--- src/rtl/mem_unit_pkg.sv ---
// Scalar RV64 loads and stores only, Sv39 addresses, a 4-entry queue and 5-bit cache tags
`default_nettype none

package mem_unit_pkg;

    ////////////////////
    // Sizes
    ////////////////////

    localparam int XLEN          = 64;
    localparam int VADDR_BITS    = 39;
    localparam int LSQ_DEPTH     = 4;
    localparam int LSQ_IDX_BITS  = $clog2(LSQ_DEPTH);
    localparam int GL_INDEX_BITS = 6;
    localparam int TAG_BITS      = 5;
    localparam int REG_ADDR_BITS = 5;

    typedef logic [XLEN-1:0]          xlen_t;
    typedef logic [GL_INDEX_BITS-1:0] gl_index_t;
    typedef logic [TAG_BITS-1:0]      tag_t;
    typedef logic [REG_ADDR_BITS-1:0] reg_addr_t;
    typedef logic [LSQ_IDX_BITS:0]    lsq_ptr_t;    // MSB is the wrap bit

    typedef enum logic [1:0] {
        SIZE_B,
        SIZE_H,
        SIZE_W,
        SIZE_D
    } mem_size_e;

    typedef enum logic [1:0] {
        RESET_ST,
        READ_HEAD,
        WAIT_READY,
        WAIT_COMMIT
    } issue_state_e;

    // RISC-V mcause encodings
    typedef enum logic [3:0] {
        LD_MISALIGNED   = 4'd4,
        LD_ACCESS_FAULT = 4'd5,
        ST_MISALIGNED   = 4'd6,
        ST_ACCESS_FAULT = 4'd7,
        LD_PAGE_FAULT   = 4'd13,
        ST_PAGE_FAULT   = 4'd15
    } xcpt_cause_e;

    ////////////////////
    // Bundles
    ////////////////////

    typedef struct packed {
        logic      valid;
        logic      is_store;
        mem_size_e size;
        reg_addr_t rd;
        gl_index_t gl_index;
        xlen_t     base;
        xlen_t     imm;
        xlen_t     store_data;
    } mem_instr_t;

    typedef struct packed {
        logic      valid;
        logic      kill;        // Drops whatever the cache has in flight
        logic      is_store;
        mem_size_e size;
        tag_t      tag;
        xlen_t     addr;
        xlen_t     store_data;  // One cycle behind the request
    } dcache_req_t;

    typedef struct packed {
        logic  ready;
        logic  valid;
        logic  nack;
        logic  xcpt_ma;
        logic  xcpt_pf;
        xlen_t data;
    } dcache_resp_t;

    typedef struct packed {
        logic        valid;
        xcpt_cause_e cause;
        xlen_t       origin;
    } exception_t;

    typedef struct packed {
        logic       valid;
        reg_addr_t  rd;
        gl_index_t  gl_index;
        xlen_t      result;
        exception_t ex;
    } wb_t;

    // Sv39 canonical form needs bits 63 to 38 all equal
    function automatic logic is_noncanonical(xlen_t addr);
        return !((&addr[XLEN-1:VADDR_BITS-1]) || !(|addr[XLEN-1:VADDR_BITS-1]));
    endfunction

endpackage

`default_nettype wire
--- src/rtl/mem_unit.sv ---
// The core must hold instr_i low while lock_o is high; flush_i empties the unit in one cycle
`default_nettype none

module mem_unit (
    input  logic                       clk_i,
    input  logic                       rstn_i,
    input  logic                       flush_i,
    input  mem_unit_pkg::mem_instr_t   instr_i,
    input  logic                       commit_store_i,
    input  mem_unit_pkg::dcache_resp_t dcache_resp_i,
    output mem_unit_pkg::dcache_req_t  dcache_req_o,
    output mem_unit_pkg::wb_t          wb_o,
    output mem_unit_pkg::exception_t   xcpt_commit_o,
    output logic                       commit_stall_o,
    output mem_unit_pkg::gl_index_t    store_gl_index_o,
    output logic                       lock_o,
    output logic                       empty_o
);
    import mem_unit_pkg::*;

    mem_instr_t  lsq_next;
    logic        lsq_full;
    logic        lsq_empty;
    logic        read_next;
    logic        replay;
    logic        advance_head;
    logic        store_done;
    logic        load_done;
    dcache_req_t issue_req;
    mem_instr_t  issued;
    mem_instr_t  s2_instr;
    xlen_t       s2_addr;
    xlen_t       s1_store_data;
    logic        s2_xcpt_ma;
    logic        s2_xcpt_pf;
    tag_t        s2_tag;

    load_store_queue u_lsq (
        .clk_i          (clk_i),
        .rstn_i         (rstn_i),
        .instr_i        (instr_i),
        .flush_i        (flush_i),
        .read_next_i    (read_next),
        .rewind_i       (replay),
        .advance_head_i (advance_head),
        .next_instr_o   (lsq_next),
        .full_o         (lsq_full),
        .empty_o        (lsq_empty)
    );

    mem_issue_ctrl u_issue (
        .clk_i            (clk_i),
        .rstn_i           (rstn_i),
        .flush_i          (flush_i),
        .next_instr_i     (lsq_next),
        .lsq_empty_i      (lsq_empty),
        .dcache_ready_i   (dcache_resp_i.ready),
        .dcache_nack_i    (dcache_resp_i.nack),
        .commit_store_i   (commit_store_i),
        .replay_i         (replay),
        .store_done_i     (store_done),
        .replay_tag_i     (s2_tag),
        .req_o            (issue_req),
        .issued_o         (issued),
        .read_next_o      (read_next),
        .commit_stall_o   (commit_stall_o),
        .store_gl_index_o (store_gl_index_o)
    );

    mem_resp_pipe u_resp (
        .clk_i           (clk_i),
        .rstn_i          (rstn_i),
        .flush_i         (flush_i),
        .issued_i        (issued),
        .tag_i           (issue_req.tag),
        .addr_i          (issue_req.addr),
        .dcache_resp_i   (dcache_resp_i),
        .s2_instr_o      (s2_instr),
        .s2_addr_o       (s2_addr),
        .s2_xcpt_ma_o    (s2_xcpt_ma),
        .s2_xcpt_pf_o    (s2_xcpt_pf),
        .s2_tag_o        (s2_tag),
        .replay_o        (replay),
        .advance_head_o  (advance_head),
        .store_done_o    (store_done),
        .load_done_o     (load_done),
        .s1_store_data_o (s1_store_data)
    );

    mem_writeback u_wb (
        .s2_instr_i    (s2_instr),
        .s2_addr_i     (s2_addr),
        .xcpt_ma_i     (s2_xcpt_ma),
        .xcpt_pf_i     (s2_xcpt_pf),
        .load_done_i   (load_done),
        .resp_data_i   (dcache_resp_i.data),
        .wb_o          (wb_o),
        .xcpt_commit_o (xcpt_commit_o)
    );

    always_comb begin
        dcache_req_o            = issue_req;
        dcache_req_o.store_data = s1_store_data;   // Data of the request issued a cycle ago
    end

    assign lock_o  = lsq_full;
    assign empty_o = lsq_empty & ~issue_req.valid;

endmodule

`default_nettype wire

--- src/rtl/mem_writeback.sv ---
// Combinational; cause priority is misaligned, page fault, then non-canonical address
`default_nettype none

module mem_writeback (
    input  mem_unit_pkg::mem_instr_t s2_instr_i,
    input  mem_unit_pkg::xlen_t      s2_addr_i,
    input  logic                     xcpt_ma_i,
    input  logic                     xcpt_pf_i,
    input  logic                     load_done_i,
    input  mem_unit_pkg::xlen_t      resp_data_i,
    output mem_unit_pkg::wb_t        wb_o,
    output mem_unit_pkg::exception_t xcpt_commit_o
);
    import mem_unit_pkg::*;

    exception_t ex;
    logic       access_fault;

    assign access_fault = is_noncanonical(s2_addr_i);

    ////////////////////
    // Classification
    ////////////////////

    always_comb begin
        ex.valid  = s2_instr_i.valid & (xcpt_ma_i | xcpt_pf_i | access_fault);
        ex.origin = s2_addr_i;
        if (xcpt_ma_i) begin
            ex.cause = s2_instr_i.is_store ? ST_MISALIGNED : LD_MISALIGNED;
        end else if (xcpt_pf_i) begin
            ex.cause = s2_instr_i.is_store ? ST_PAGE_FAULT : LD_PAGE_FAULT;
        end else begin
            ex.cause = s2_instr_i.is_store ? ST_ACCESS_FAULT : LD_ACCESS_FAULT;
        end
    end

    // Loads and their faults go to writeback
    always_comb begin
        wb_o.valid    = load_done_i;
        wb_o.rd       = s2_instr_i.rd;
        wb_o.gl_index = s2_instr_i.gl_index;
        wb_o.result   = ex.valid ? '0 : resp_data_i;
        wb_o.ex       = ex;
        wb_o.ex.valid = ex.valid & ~s2_instr_i.is_store;
    end

    // Store faults are raised at commit
    always_comb begin
        xcpt_commit_o       = ex;
        xcpt_commit_o.valid = ex.valid & s2_instr_i.is_store;
    end

endmodule

`default_nettype wire

--- src/rtl/mem_resp_pipe.sv ---
// Response fields are sampled two cycles after the request; a nack in stage 2 forces a replay
`default_nettype none

module mem_resp_pipe (
    input  logic                       clk_i,
    input  logic                       rstn_i,
    input  logic                       flush_i,
    input  mem_unit_pkg::mem_instr_t   issued_i,
    input  mem_unit_pkg::tag_t         tag_i,
    input  mem_unit_pkg::xlen_t        addr_i,
    input  mem_unit_pkg::dcache_resp_t dcache_resp_i,
    output mem_unit_pkg::mem_instr_t   s2_instr_o,
    output mem_unit_pkg::xlen_t        s2_addr_o,
    output logic                       s2_xcpt_ma_o,
    output logic                       s2_xcpt_pf_o,
    output mem_unit_pkg::tag_t         s2_tag_o,
    output logic                       replay_o,
    output logic                       advance_head_o,
    output logic                       store_done_o,
    output logic                       load_done_o,
    output mem_unit_pkg::xlen_t        s1_store_data_o
);
    import mem_unit_pkg::*;

    logic       s1_vld_q;
    logic       s2_vld_q;
    mem_instr_t s1_q;
    mem_instr_t s2_q;
    tag_t       s1_tag_q;
    tag_t       s2_tag_q;
    xlen_t      s1_addr_q;
    xlen_t      s2_addr_q;
    logic       xcpt;
    logic       complete;

    always_ff @(posedge clk_i or negedge rstn_i) begin
        if (!rstn_i) begin
            s1_vld_q <= 1'b0;
            s2_vld_q <= 1'b0;
        end else if (flush_i || replay_o) begin
            s1_vld_q <= 1'b0;
            s2_vld_q <= 1'b0;
        end else begin
            s1_vld_q <= issued_i.valid;
            s2_vld_q <= s1_vld_q;
        end
    end

    always_ff @(posedge clk_i) begin
        s1_q      <= issued_i;
        s1_tag_q  <= tag_i;
        s1_addr_q <= addr_i;
        s2_q      <= s1_q;
        s2_tag_q  <= s1_tag_q;
        s2_addr_q <= s1_addr_q;
    end

    assign s1_store_data_o = s1_q.store_data;  // Cache takes store data a cycle late

    ////////////////////
    // Stage 2 outcome
    ////////////////////

    assign s2_xcpt_ma_o = s2_vld_q & dcache_resp_i.xcpt_ma;
    assign s2_xcpt_pf_o = s2_vld_q & dcache_resp_i.xcpt_pf;
    assign xcpt         = s2_xcpt_ma_o | s2_xcpt_pf_o | (s2_vld_q & is_noncanonical(s2_addr_q));

    // Nack wins over everything, then exception or data
    assign replay_o = s2_vld_q & dcache_resp_i.nack & ~flush_i;
    assign complete = s2_vld_q & ~dcache_resp_i.nack & ~flush_i &
                      (xcpt | dcache_resp_i.valid);

    assign advance_head_o = complete;
    assign store_done_o   = complete & s2_q.is_store;
    assign load_done_o    = complete & ~s2_q.is_store;

    always_comb begin
        s2_instr_o       = s2_q;
        s2_instr_o.valid = complete;
    end

    assign s2_addr_o = s2_addr_q;
    assign s2_tag_o  = s2_tag_q;

endmodule

`default_nettype wire

--- src/rtl/mem_issue_ctrl.sv ---
// One store in flight at a time; a store issues only while commit_store_i is high
`default_nettype none

module mem_issue_ctrl (
    input  logic                      clk_i,
    input  logic                      rstn_i,
    input  logic                      flush_i,
    input  mem_unit_pkg::mem_instr_t  next_instr_i,
    input  logic                      lsq_empty_i,
    input  logic                      dcache_ready_i,
    input  logic                      dcache_nack_i,
    input  logic                      commit_store_i,
    input  logic                      replay_i,
    input  logic                      store_done_i,
    input  mem_unit_pkg::tag_t        replay_tag_i,
    output mem_unit_pkg::dcache_req_t req_o,
    output mem_unit_pkg::mem_instr_t  issued_o,
    output logic                      read_next_o,
    output logic                      commit_stall_o,
    output mem_unit_pkg::gl_index_t   store_gl_index_o
);
    import mem_unit_pkg::*;

    issue_state_e state_q;
    issue_state_e state_d;
    mem_instr_t   held_q;
    mem_instr_t   cur;
    logic         active;
    logic         store_ok;
    logic         fire;
    logic         stall_s0;
    logic         store_in_flight_q;
    tag_t         tag_q;

    // Queue head in READ_HEAD, held copy while waiting
    always_comb begin
        if (state_q == READ_HEAD) begin
            cur    = next_instr_i;
            active = ~lsq_empty_i;
        end else begin
            cur    = held_q;
            active = (state_q != RESET_ST);
        end
    end

    assign store_ok    = ~cur.is_store | (commit_store_i & ~store_in_flight_q);
    assign fire        = active & store_ok & dcache_ready_i & ~dcache_nack_i &
                         ~flush_i & ~replay_i;
    assign read_next_o = (state_q == READ_HEAD) & ~lsq_empty_i & ~flush_i & ~replay_i;

    ////////////////////
    // FSM
    ////////////////////

    always_comb begin
        state_d = state_q;
        unique case (state_q)
            RESET_ST: begin
                state_d = READ_HEAD;
            end
            READ_HEAD, WAIT_READY: begin
                if (fire || !active) begin
                    state_d = READ_HEAD;
                end else if (cur.is_store && dcache_ready_i) begin
                    state_d = WAIT_COMMIT;  // Cache is free, commit is not
                end else begin
                    state_d = WAIT_READY;
                end
            end
            WAIT_COMMIT: begin
                if (fire) begin
                    state_d = READ_HEAD;
                end
            end
        endcase
    end

    always_ff @(posedge clk_i or negedge rstn_i) begin
        if (!rstn_i) begin
            state_q <= RESET_ST;
        end else if (flush_i || replay_i) begin
            state_q <= READ_HEAD;
        end else begin
            state_q <= state_d;
        end
    end

    always_ff @(posedge clk_i) begin
        if (read_next_o) begin
            held_q <= next_instr_i;
        end
    end

    // Wrapping request tag, rolled back to the nacked request on replay
    always_ff @(posedge clk_i or negedge rstn_i) begin
        if (!rstn_i) begin
            tag_q <= '0;
        end else if (replay_i) begin
            tag_q <= replay_tag_i;
        end else if (fire) begin
            tag_q <= tag_q + 1'b1;
        end
    end

    ////////////////////
    // Store tracking
    ////////////////////

    always_ff @(posedge clk_i or negedge rstn_i) begin
        if (!rstn_i) begin
            store_in_flight_q <= 1'b0;
            store_gl_index_o  <= '0;
        end else if (flush_i || replay_i) begin
            store_in_flight_q <= 1'b0;  // A dropped store issues again
        end else if (fire && cur.is_store) begin
            store_in_flight_q <= 1'b1;
            store_gl_index_o  <= cur.gl_index;
        end else if (store_done_i) begin
            store_in_flight_q <= 1'b0;
        end
    end

    assign stall_s0       = active & cur.is_store & commit_store_i & ~store_in_flight_q;
    assign commit_stall_o = stall_s0 | (store_in_flight_q & ~store_done_i);

    always_comb begin
        req_o          = '0;    // Store data joins from stage 1
        req_o.valid    = fire;
        req_o.kill     = flush_i | replay_i;
        req_o.is_store = cur.is_store;
        req_o.size     = cur.size;
        req_o.tag      = tag_q;
        req_o.addr     = cur.base + cur.imm;
    end

    always_comb begin
        issued_o       = cur;
        issued_o.valid = fire;
    end

endmodule

`default_nettype wire

--- src/rtl/load_store_queue.sv ---
// In-order queue; an entry stays until its response completes and rewind replays from the head
`default_nettype none

module load_store_queue (
    input  logic                     clk_i,
    input  logic                     rstn_i,
    input  mem_unit_pkg::mem_instr_t instr_i,
    input  logic                     flush_i,
    input  logic                     read_next_i,
    input  logic                     rewind_i,
    input  logic                     advance_head_i,
    output mem_unit_pkg::mem_instr_t next_instr_o,
    output logic                     full_o,
    output logic                     empty_o
);
    import mem_unit_pkg::*;

    mem_instr_t entries_q [LSQ_DEPTH];
    lsq_ptr_t   head_q;     // Oldest unfinished entry
    lsq_ptr_t   exec_q;     // Next entry to issue
    lsq_ptr_t   tail_q;
    logic       push;

    assign full_o  = (tail_q[LSQ_IDX_BITS-1:0] == head_q[LSQ_IDX_BITS-1:0]) &&
                     (tail_q[LSQ_IDX_BITS] != head_q[LSQ_IDX_BITS]);
    assign empty_o = (exec_q == tail_q);    // Nothing left to issue
    assign push    = instr_i.valid & ~full_o & ~flush_i;

    always_ff @(posedge clk_i) begin
        if (push) begin
            entries_q[tail_q[LSQ_IDX_BITS-1:0]] <= instr_i;
        end
    end

    ////////////////////
    // Pointers
    ////////////////////

    always_ff @(posedge clk_i or negedge rstn_i) begin
        if (!rstn_i) begin
            head_q <= '0;
            exec_q <= '0;
            tail_q <= '0;
        end else if (flush_i) begin
            head_q <= '0;
            exec_q <= '0;
            tail_q <= '0;
        end else begin
            if (push) begin
                tail_q <= tail_q + 1'b1;
            end
            if (advance_head_i) begin
                head_q <= head_q + 1'b1;
            end
            if (rewind_i) begin
                exec_q <= head_q;   // Replay from the oldest unfinished entry
            end else if (read_next_i && !empty_o) begin
                exec_q <= exec_q + 1'b1;
            end
        end
    end

    always_comb begin
        next_instr_o       = entries_q[exec_q[LSQ_IDX_BITS-1:0]];
        next_instr_o.valid = ~empty_o;
    end

endmodule

`default_nettype wire

--- config.mk ---
export PLATFORM = sky130hd
export DESIGN_NAME = mem_unit
export DESIGN_NICKNAME = d
export VERILOG_FILES = /design/src/rtl/mem_unit_pkg.sv /design/src/rtl/mem_unit.sv /design/src/rtl/mem_writeback.sv /design/src/rtl/mem_resp_pipe.sv /design/src/rtl/mem_issue_ctrl.sv /design/src/rtl/load_store_queue.sv
export SDC_FILE = /design/constraint.sdc
export NUM_CORES = 1
export LEC_CHECK = 0
export ABC_AREA = 1
export BUFFER_PORTS_ARGS = -buffer_cell sky130_fd_sc_hd__buf_2
export CAP_MARGIN = 40
export CELL_PAD_IN_SITES_DETAIL_PLACEMENT = 0
export CELL_PAD_IN_SITES_GLOBAL_PLACEMENT = 1
export CORE_AREA = 4 4 393 395
export DETAILED_ROUTE_END_ITERATION = 7
export DIE_AREA = 0 0 397 399
export HOLD_SLACK_MARGIN = 0.02
export PLACE_DENSITY_LB_ADDON = 0.05
export SYNTH_ARGS = -nofsm -noshare
export SYNTH_HDL_FRONTEND = slang
export SYNTH_SLANG_ARGS = --single-unit
--- constraint.sdc ---
create_clock -name clk_i -period 14.5 [get_ports clk_i]
set_clock_uncertainty 0.05 [all_clocks]
set_input_delay 2.175 -clock clk_i [delete_from_list [all_inputs] [get_ports clk_i]]
set_output_delay 2.175 -clock clk_i [all_outputs]
set_load 0.02 [all_outputs]
[After elaboration in Yosys (flattened, before gate mapping)]
Memory sizes are Yosys's and may differ from the RTL's.
Index checks and enable logic that the tools add are counted.
W data, S select, Z words.
Storage, ports and cells
  bits in registers: 457
  RAM bits: 828
  word-level logic and storage cells: 138
  memories: 1
Memory list
  u_lsq.entries_q: words 4, bits a word 207, read ports 1, clocked after memory_dff 0, write ports 1, line load_store_queue.sv:18  | mem_instr_t entries_q [LSQ_DEPTH];
Operators by class
  add/sub/neg operators: 5
  mux-type cells: 29
  reduce and logical (&&, ||, !) cells: 22
  bitwise logic cells: 47
  equal/unequal tests: 7
Operators with widths (number)
  $mux W206: 1
  $add A64 B64 Y64: 1
  $mux W64: 1
  $and A1 B1 Y1: 29
  $reduce_and A26 Y1: 1
  $reduce_or A26 Y1: 1
  $mux W3: 7
  $mux W2: 6
  $not A1 Y1: 11
  $mux W5: 2
  $add A3 B1 Y3 const B: 3
  $mux W1: 9
  $mux W4: 2
  $reduce_bool A2 Y1: 4
  $or A1 B1 Y1: 7
  $pmux W2 S3: 1
  $reduce_bool A3 Y1: 2
  $add A5 B1 Y5 const B: 1
  $eq A2 B2 Y1 const B: 2
  $logic_and A1 B1 Y1: 4
  $logic_not A1 Y1: 4
  $eq A3 B3 Y1: 1
  $logic_or A1 B1 Y1: 3
  $ne A3 B1 Y1 const B: 1
  6 further kinds: 6

[Logic depth before layout (Yosys ltp)]
Gate-level depths: netlist (run 1).
  word-level depth: 13
  depth in mapped cells: 24

[Cells and area by module]
Synthesis (run 1) repeated with hierarchy kept, for this count alone.
Unflattened totals
  cell total of the unflattened synthesis: 5454
  area total of the unflattened synthesis: 61398.9 µm²
Modules (own cells, without submodules)
  load_store_queue: cells an instance 2081, times used 1, area each 31101.1 µm²
  mem_issue_ctrl: cells an instance 2316, times used 1, area each 16178.0 µm²
  mem_resp_pipe: cells an instance 698, times used 1, area each 11898.9 µm²
  mem_writeback: cells an instance 357, times used 1, area each 2210.9 µm²
  mem_unit: cells an instance 2, times used 1, area each 10.0 µm²

[Least setup slack after synthesis (run 1)]
OpenSTA, ideal clock, no wires.
  path kind: input to register
  start: in dcache_resp_i[66] (netlist bit)
  end: reg u_issue.held_q[0] (netlist bit), enable pin
  path buffers: 0
  required time: 13.675 ns
  arrival: 11.245 ns
  cell stages on the path: 3
  setup time: 0.775 ns
  slack: 2.429 ns
  path through: a21oi_2 > inv_1 > nor2_1
Between the ends
  longest elaborated chain between the ends: 4
RTL lines
  from (decl): line mem_unit.sv:10  | input mem_unit_pkg::dcache_resp_t dcache_resp_i,
  $and A1 B1 Y1 (2 in series): line mem_resp_pipe.sv:69  | assign replay_o = s2_vld_q & dcache_resp_i.nack & ~flush_i;
  $not A1 Y1: line mem_issue_ctrl.sv:49  | assign read_next_o = (state_q == READ_HEAD) & ~lsq_empty_i & ~flush_i & ~replay_i;
  $and A1 B1 Y1: line mem_issue_ctrl.sv:49
  via read_next: line mem_unit.sv:24  | logic read_next;
  to (signal assigned): line mem_issue_ctrl.sv:90  | held_q <= next_instr_i;
  to (decl): line mem_issue_ctrl.sv:26  | mem_instr_t held_q;
The timed path passes the listed nets, and every way through them passes these cells.
A chain may end at the register's enable or synchronous reset.

==> results of run 1 <==
[sequential cells by signal (all words and copies together) (netlist names)]
| signal | cells |
|---|---|
| u_lsq.entries_q | 824 |
| u_issue.held_q | 206 |
| u_resp.s1_addr_q | 64 |
| u_resp.s1_store_data_o | 64 |
| u_resp.s2_addr_o | 64 |
| u_resp.s1_q | 12 |
| u_resp.s2_instr_o | 12 |
| u_issue.store_gl_index_o | 6 |
| u_issue.tag_q | 5 |
| u_resp.s1_tag_q | 5 |
| u_resp.s2_tag_o | 5 |
| u_lsq.exec_q | 3 |
| u_lsq.head_q | 3 |
| u_lsq.tail_q | 3 |
| u_issue.state_q | 2 |
| u_issue.store_in_flight_q | 1 |
| u_resp.s1_vld_q | 1 |
| u_resp.s2_vld_q | 1 |
[cell families (layout without fill, tap and decap cells)]
group	Yosys count	count (layout)	synth area share (%)
fa+ha+maj	74	74	1.78
other cells	1	28	0.00713
mux	3	3	0.0642
xor+xnor	41	41	0.697
simple gates	2059	2059	15.1
compound gates	684	684	7.06
buf+inv	760	1390	6.69
flops	1281	1281	68.6
[layout make-up]
class	count	area [µm²]	area share [%]
diodes	26	65.1	0.105
clock buffers	203	4050	6.51
clock inverters	64	808	1.30
inverters	432	1650	2.65
multi-input cells	2863	13000	21.0
flip-flops and latches	1281	36100	58.0
well taps	2030	2540	4.08
repair buffers	691	3980	6.40
[cells in the final DEF, fill, tap and decap left out, types with 16 or more instances in the layout]
| cell type | Yosys | routed |
|---|---|---|
| nand2_1 | 1329 | 1329 |
| edfxtp_1 | 1030 | 1030 |
| buf_2 | 43 | 638 |
| nor2_1 | 612 | 607 |
| inv_1 | 427 | 427 |
| o21ai_0 | 420 | 420 |
| dfxtp_1 | 226 | 226 |
| o22ai_1 | 204 | 204 |
| clkbuf_16 | 0 | 150 |
| nand3_1 | 77 | 77 |
| ha_1 | 73 | 72 |
| a21oi_1 | 47 | 47 |
| clkbuf_1 | 124 | 43 |
| xor2_1 | 34 | 34 |
| buf_4 | 154 | 30 |
| diode_2 | 0 | 26 |
| dfrtp_1 | 25 | 23 |
| nor3_1 | 18 | 18 |
| clkinv_1 | 1 | 17 |
| clkinv_2 | 0 | 16 |
[metrics by stage]
| stage | instance area (µm²) | utilization [%] | setup slack, ns | hold WS (ns) | cells |
|---|---|---|---|---|---|
| after detailed placement | 57300 | 37.9 | 6.92 | 0.262 | 7297 |
| after global routing | 62200 | 41.1 | 5.80 | 0.274 | 7570 |
| final | 62200 | 41.2 | 6.18 | 0.268 | 7590 |
| after CTS | 62200 | 41.1 | 6.05 | 0.269 | 7564 |
| after floorplan | 52600 | - | 2.43 | 0.260 | 4904 |
| after global placement | 56800 | 37.6 | 6.70 | 0.260 | 7278 |
[final timing paths]
kind,startpoint,to,slack [ns],cells past startpoint
setup / recovery,u_lsq.exec_q[0],dcache_req_o[92],6.18,17
hold / removal,u_resp.s1_q[205],u_resp.s2_instr_o[205],0.27,0
setup reg to reg,u_lsq.exec_q[0],u_resp.s1_addr_q[28],9.21,16
hold reg to reg,u_resp.s1_q[205],u_resp.s2_instr_o[205],0.27,0
max in group asynchronous,rstn_i,u_lsq.exec_q[0],12.51,1
min in group asynchronous,rstn_i,u_issue.store_gl_index_o[0],1.39,1
[cells in the mapped netlist, drive strengths merged]
library cell     n  area (µm²)
a21oi           48         244
a31oi            1        6.26
buf            204        1430
clkbuf         124         465
clkinv           1        3.75
conb             1        3.75
dfrtp           25         626
dfxtp          226        4520
edfxtp        1030       30900
fa               1        20.0
ha              73         913
inv            431        1620
mux2             3        33.8
nand2         1332        5010
nand3           79         413
nand3b           2        15.0
nand4           12        75.1
nor2           613        2310
nor3            18        90.1
nor4             1        6.26
o2111ai          1        8.76
o21a             1        7.51
o21ai          426        2150
o21bai           3        22.5
o22ai          204        1280
or2              2        12.5
xnor2            7        68.8
xor2            34         298
[critical path, stage by stage (launching register included)]
cell and delay, ns:
dfrtp_4 0.82, clkinv_8 0.61, buf_4 0.45, buf_16 0.21, o21ai_0 0.19, o22ai_1 0.10, nand2_1 0.07, nand2_1 0.07
ha_1 0.29, fa_1 0.53, nand3_1 0.12, nand3_1 0.24, nand3_1 0.17, nand3b_1 0.19, nand2_1 0.11, nand2_1 0.25
xor2_1 0.47, buf_2 0.26
[metal layers]
layer	vias up	global-route usage, %	share of wire, %
met5	-	0	0.16
met4	38	5.57	2.5
met3	303	4.55	5.9
met2	840	31.4	47
met1	16800	24.9	44
li1	17300	-	-
==> results.cfg, run 1 <==
[grt]
grt_pass1_wl_mm = 226
overflow = 0
track_usage_pct = 19.0
grt_pass1_vias = 34500
grt_max_degree = 192
antenna_found_initial = 71

[logic_synthesis]
syn_area_um2 = 52600
synth_seq_cells = 1281
syn_inst = 4903
yosys_warnings = 0
post_synth.cell_area_avg_um2 = 10.7
ys_seq_area_share_pct = 68.6
synth_cell_types = 43

[critical_path]
cp-start-kind = register
worstPathArrival_ns = 6.09
cp-end-kind = output pin
worst-path-max-fanout = 155
critPathKind = reg2out
crit_required_ns = 12.27

[timing]
max-slew-margin-rel_pct = 25.0
fmax_ghz = 0.120
fin_crit_ns = 8.32
grt_setup_unrepaired = false
tightest_slew_ns = 1.12
maxSlewViolCount = 0
setup-violations-final = 0
finalCritPeriodShare_pct = 57.4
hold_violations = 0
setup_tns_ns = 0

[status]
status = complete, no violations

[detailed_routing]
drtPass1Iterations = 5
routed_via_density = 4.66
wl_mm = 154
ant_nets = 0
avgRoutedWirePerCell_um = 20.3
drc = 0
drtIter0Drc = 1929
via_count = 35400

[min_path]
min_path_type = reg2reg

[floorplan]
start_util_pct = 34.8
die_h_um = 399
ios = 641
core_region_area_um2 = 151000
die_area_um2 = 158000
die_w_um = 397
rows = 143

[clock_network]
post_cts_buffers = 0
cts_hold_buf = 0
htree_levels = 4
cts_buffer_depth = 3
clkTransAtPathRegs_ns = 0.06
cts_sinks = 1281
cts_buffers = 146
root_buffer = clkbuf_16
tritoncts = built
clkLatencyLatePin_ns = 0.77
ctsResizeCount = 0

[cells_and_area]
fillers = 14700
drive_above_1_share_pct = 16.7
syn2layout_area_growth_pct = 18.3
fin_nets = 5769

[placement]
gp_congestion = 0.836
numPortBuffers = 638
hpwlAfterDp_mm = 102

[flow_run]
maxCapViolCount = 0
Power of run 1 is not shown: default switching activity piles up to over one toggle a cycle in this logic, so the estimate is an artifact.
==> run 2, diff against run 1 <==
==> constraint.sdc (replaced) <==
create_clock -name clk_i -period 8.53 [get_ports clk_i]
set_clock_uncertainty 0.05 [all_clocks]
set_input_delay 1.2795 -clock clk_i [delete_from_list [all_inputs] [get_ports clk_i]]
set_output_delay 1.2795 -clock clk_i [all_outputs]
set_load 0.02 [all_outputs]
==> results.cfg, run 2 (same netlist as run 1, synthesis figures left out) <==
[timing]
setup-violations-final = 0
tightest_slew_ns = 1.21
fin_crit_ns = 6.85
maxSlewViolCount = 0
setup_slack_ns = 1.68
hold_violations = 0
fmax_ghz = 0.146
grt_setup_unrepaired = false
finalCritPeriodShare_pct = 80.3
setup_tns_ns = 0
max-slew-margin-rel_pct = 19.5

[min_path]
worstHoldStart = u_resp.s1_addr_q[55]
min_path_type = reg2reg
hold_depth = 0
hold_end = u_resp.s2_addr_o[55]

[grt]
grt_max_degree = 207
grt_pass1_vias = 34300
grt_pass1_wl_mm = 224
antenna_found_initial = 66
overflow = 0
track_usage_pct = 18.9

[clock_network]
cts_sinks = 1281
tritoncts = built
post_cts_buffers = 0
clkTransAtPathRegs_ns = 0.06
htree_levels = 4
cts_hold_buf = 0
ctsResizeCount = 0
cts_buffers = 144
cts_buffer_depth = 3
root_buffer = clkbuf_16
clkLatencyLatePin_ns = 0.76

[detailed_routing]
drc = 0
routed_via_density = 4.64
drtPass1Iterations = 5
via_count = 35100
wl_mm = 153
drtIter0Drc = 1858
ant_nets = 0
avgRoutedWirePerCell_um = 20.3

[critical_path]
cp-end-kind = output pin
critPathKind = reg2out
rr_startpoint = u_lsq.exec_q[0]
ff2ff_setup_slack_ns = 3.83
r2r_cells = 17
r2r_end = u_resp.s1_addr_q[32]
worstPathArrival_ns = 5.52
crit_required_ns = 7.20
worst-path-max-fanout = 184
cp-start-kind = register

[placement]
numPortBuffers = 638
gp_congestion = 0.835
hpwlAfterDp_mm = 97.7
post-place-ws_ns = 2.49

[floorplan]
die_h_um = 399
core_region_area_um2 = 151000
start_util_pct = 34.8
rows = 143
die_area_um2 = 158000
ios = 641
die_w_um = 397

[flow_run]
maxCapViolCount = 0

[cells_and_area]
syn2layout_area_growth_pct = 17.5
final_cell_mix = 1,329 x nand2_1, 1,030 x edfxtp_1, 638 x buf_2, 607 x nor2_1, 427 x inv_1
largest_register_ffs = 824
fin_nets = 5752
final_util_pct = 40.9
drive_above_1_share_pct = 16.5
layout_commonest_cell = nand2_1

[status]
status = complete, no violations
## run 2: how the worst max path moves through the flow
stage / startpoint / to / slack [ns] / cells after the start
6_report: u_lsq.exec_q[0] / dcache_req_o[96] / 1.68 / 18
5_1_grt: u_lsq.exec_q[0] / dcache_req_o[96] / 1.28 / 18
4_1_cts: u_lsq.exec_q[0] / dcache_req_o[96] / 1.63 / 18
3_5_place_dp: u_lsq.exec_q[0] / dcache_req_o[96] / 2.49 / 18
3_3_place_gp: u_lsq.exec_q[1] / dcache_req_o[96] / 2.19 / 18
2_1_floorplan: flush_i / u_lsq.entries_q[0][0] / -2.58 / 4
## run 2: per-layer routing
layer,track usage (%),up-vias,part of all wire [%]
met5,0,-,0.13
met4,4.83,30,1.7
met3,4.16,226,5.4
met2,31.3,774,47
met1,25.2,16700,45
li1,-,17300,-
## run 2: area by class of cell
type                            count  area, µm²
Inverter                          432       1650
Sequential cell                  1281      36100
Fill cell                       14700      89400
Clock buffer                      199       4010
Multi-Input combinational cell   2863      13000
Timing Repair Buffer              676       3710
Clock inverter                     66        713
Antenna cell                       23       57.6
Tap cell                         2030       2540
## run 2: worst max-delay path: stages, from the launching register on
cell,delay (ns)
dfrtp_4,0.53
clkinv_8,0.52
buf_4,0.46
buf_16,0.24
o21ai_0,0.19
o22ai_1,0.11
nand2_1,0.07
nand2_1,0.14
fa_1,0.50
nand3_1,0.12
nand3_1,0.20
nand2_1,0.12
nand2_1,0.14
nand3_1,0.11
nand2_1,0.12
nand2_1,0.09
nand2_1,0.15
xor2_1,0.49
buf_2,0.27
## run 2: stage by stage
step                hold slack, ns  instances  instance area, µm²
CTS                          0.269       7547               61700
floorplan                    0.260       4904               52600
detailed placement           0.262       7282               57000
global route                 0.277       7554               61800
global placement             0.260       7275               56900
finish                       0.271       7570               61800
Power of run 2 is left out for the same reason.
==> run 3, diff against run 2 <==
==> constraint.sdc (replaced) <==
create_clock -name clk_i -period 6.4 [get_ports clk_i]
set_clock_uncertainty 0.05 [all_clocks]
set_input_delay 0.96 -clock clk_i [delete_from_list [all_inputs] [get_ports clk_i]]
set_output_delay 0.96 -clock clk_i [all_outputs]
set_load 0.02 [all_outputs]
==> results.cfg, run 3 (same netlist as run 1, synthesis figures left out) <==
[grt]
grt_pass1_wl_mm = 225
track_usage_pct = 19.1
antenna_found_initial = 65
grt_pass1_vias = 34000
overflow = 0
grt_max_degree = 179

[critical_path]
worstPathArrival_ns = 4.95
cp_slowest_cell = xor2_1
cp-start-kind = register
ff2ff_setup_slack_ns = 2.25
cp_slowest_stage_delay_ns = 0.55
cp-end-kind = output pin
crit_required_ns = 5.39
rr_startpoint = u_lsq.exec_q[1]
startpoint = u_lsq.exec_q[0]
path_common_cell = nand2_1
critPathKind = reg2out
worst-path-max-fanout = 178
crit_path_cell_trace = buf_12 > o21ai_0 > o22ai_1 > nand2_1 > nand2_1 > ha_1 > nand2_1 > inv_1 > nand2_1 > nor3_1 > nand2_1 > nand2_1 > nand2_1 > nand2_1 > xor2_1 > buf_2

[clock_network]
post_cts_buffers = 0
cts_hold_buf = 0
root_buffer = clkbuf_16
cts_sinks = 1281
tritoncts = built
clkLatencyLatePin_ns = 0.76
cts_buffers = 145
clkTransAtPathRegs_ns = 0.06
ctsResizeCount = 0
htree_levels = 4
cts_buffer_depth = 3

[detailed_routing]
met3RoutedLength_mm = 9.11
ant_nets = 0
drtPass1Iterations = 5
drc = 0
avgRoutedWirePerCell_um = 20.4
via_count = 35300
drtIter0Drc = 1924
met2_length_mm = 73.0
wl_mm = 155
wl_met1_mm = 69.2
routed_via_density = 4.65
top_layer = met5

[flow_run]
maxCapViolCount = 0

[cells_and_area]
final_cell_mix = 1,329 x nand2_1, 1,030 x edfxtp_1, 638 x buf_2, 607 x nor2_1, 427 x inv_1
syn2layout_area_growth_pct = 17.9
largest_register_ffs = 824
drive_above_1_share_pct = 16.8
fin_area_um2 = 62000
fillers = 14700
layout_commonest_cell = nand2_1
fin_nets = 5770

[placement]
placed_area_um2 = 57200
hpwlAfterDp_mm = 101
numPortBuffers = 638
gp_congestion = 0.835

[timing]
grt_setup_unrepaired = false
holdWs_ns = 0.202
max-slew-margin-rel_pct = 21.7
setup_tns_ns = 0
fmax_ghz = 0.168
tightest_slew_ns = 1.17
maxSlewViolCount = 0
hold_violations = 0
setup-violations-final = 0
fin_crit_ns = 5.96
finalCritPeriodShare_pct = 93.2

[floorplan]
die_h_um = 399
ios = 641
die_w_um = 397
rows = 143
die_area_um2 = 158000
start_util_pct = 34.8
core_region_area_um2 = 151000

[status]
status = complete, no violations

[min_path]
min_path_type = in2async
run 3: routing by layer:
layer	track usage [%]	vias up
met4	5.22	26
met2	31.4	855
met5	0	-
met1	25.3	16800
met3	4.31	265
li1	-	17400
run 3: area by class of cell:
cell class / instances / area [µm²] / share of cell area [%]
Sequential cell: 1281 / 36100 / 58.2
Multi-Input combinational cell: 2863 / 13000 / 21.0
Clock buffer: 199 / 4000 / 6.45
Timing Repair Buffer: 693 / 3920 / 6.32
Tap cell: 2030 / 2540 / 4.10
Inverter: 432 / 1650 / 2.66
Clock inverter: 69 / 726 / 1.17
Antenna cell: 23 / 57.6 / 0.0928
run 3: worst max-delay path, delay by kind of cell (launching register included):
kind | cells | cell delay (ns)
buffers and inverters | 3 | 0.80
AND/OR/NAND/NOR | 9 | 1.07
adder cells (fa/ha/maj) | 1 | 0.26
AO/OA/AOI/OAI | 2 | 0.51
flip-flops | 1 | 0.54
XOR/XNOR | 1 | 0.55
run 3: path summary, 6_finish.rpt:
path / to / cells after the start
setup / recovery: dcache_req_o[93] / 16
hold / removal: u_issue.store_in_flight_q / 1
setup reg to reg: u_resp.s1_addr_q[61] / 16
hold reg to reg: u_resp.s2_addr_o[44] / 0
max in group asynchronous: u_lsq.exec_q[0] / 1
min in group clk_i: u_resp.s2_addr_o[44] / 0
run 3: metrics by stage:
step / std cells / utilization, % / worst slack (ns)
floorplan: 4904 / - / -0.939
global placement: 7294 / 37.8 / 1.16
detailed placement: 7299 / 37.9 / 1.12
CTS: 7567 / 41.0 / 0.262
global route: 7573 / 41.0 / 0.0740
finish: 7590 / 41.0 / 0.437
Power of run 3 is left out for the same reason.
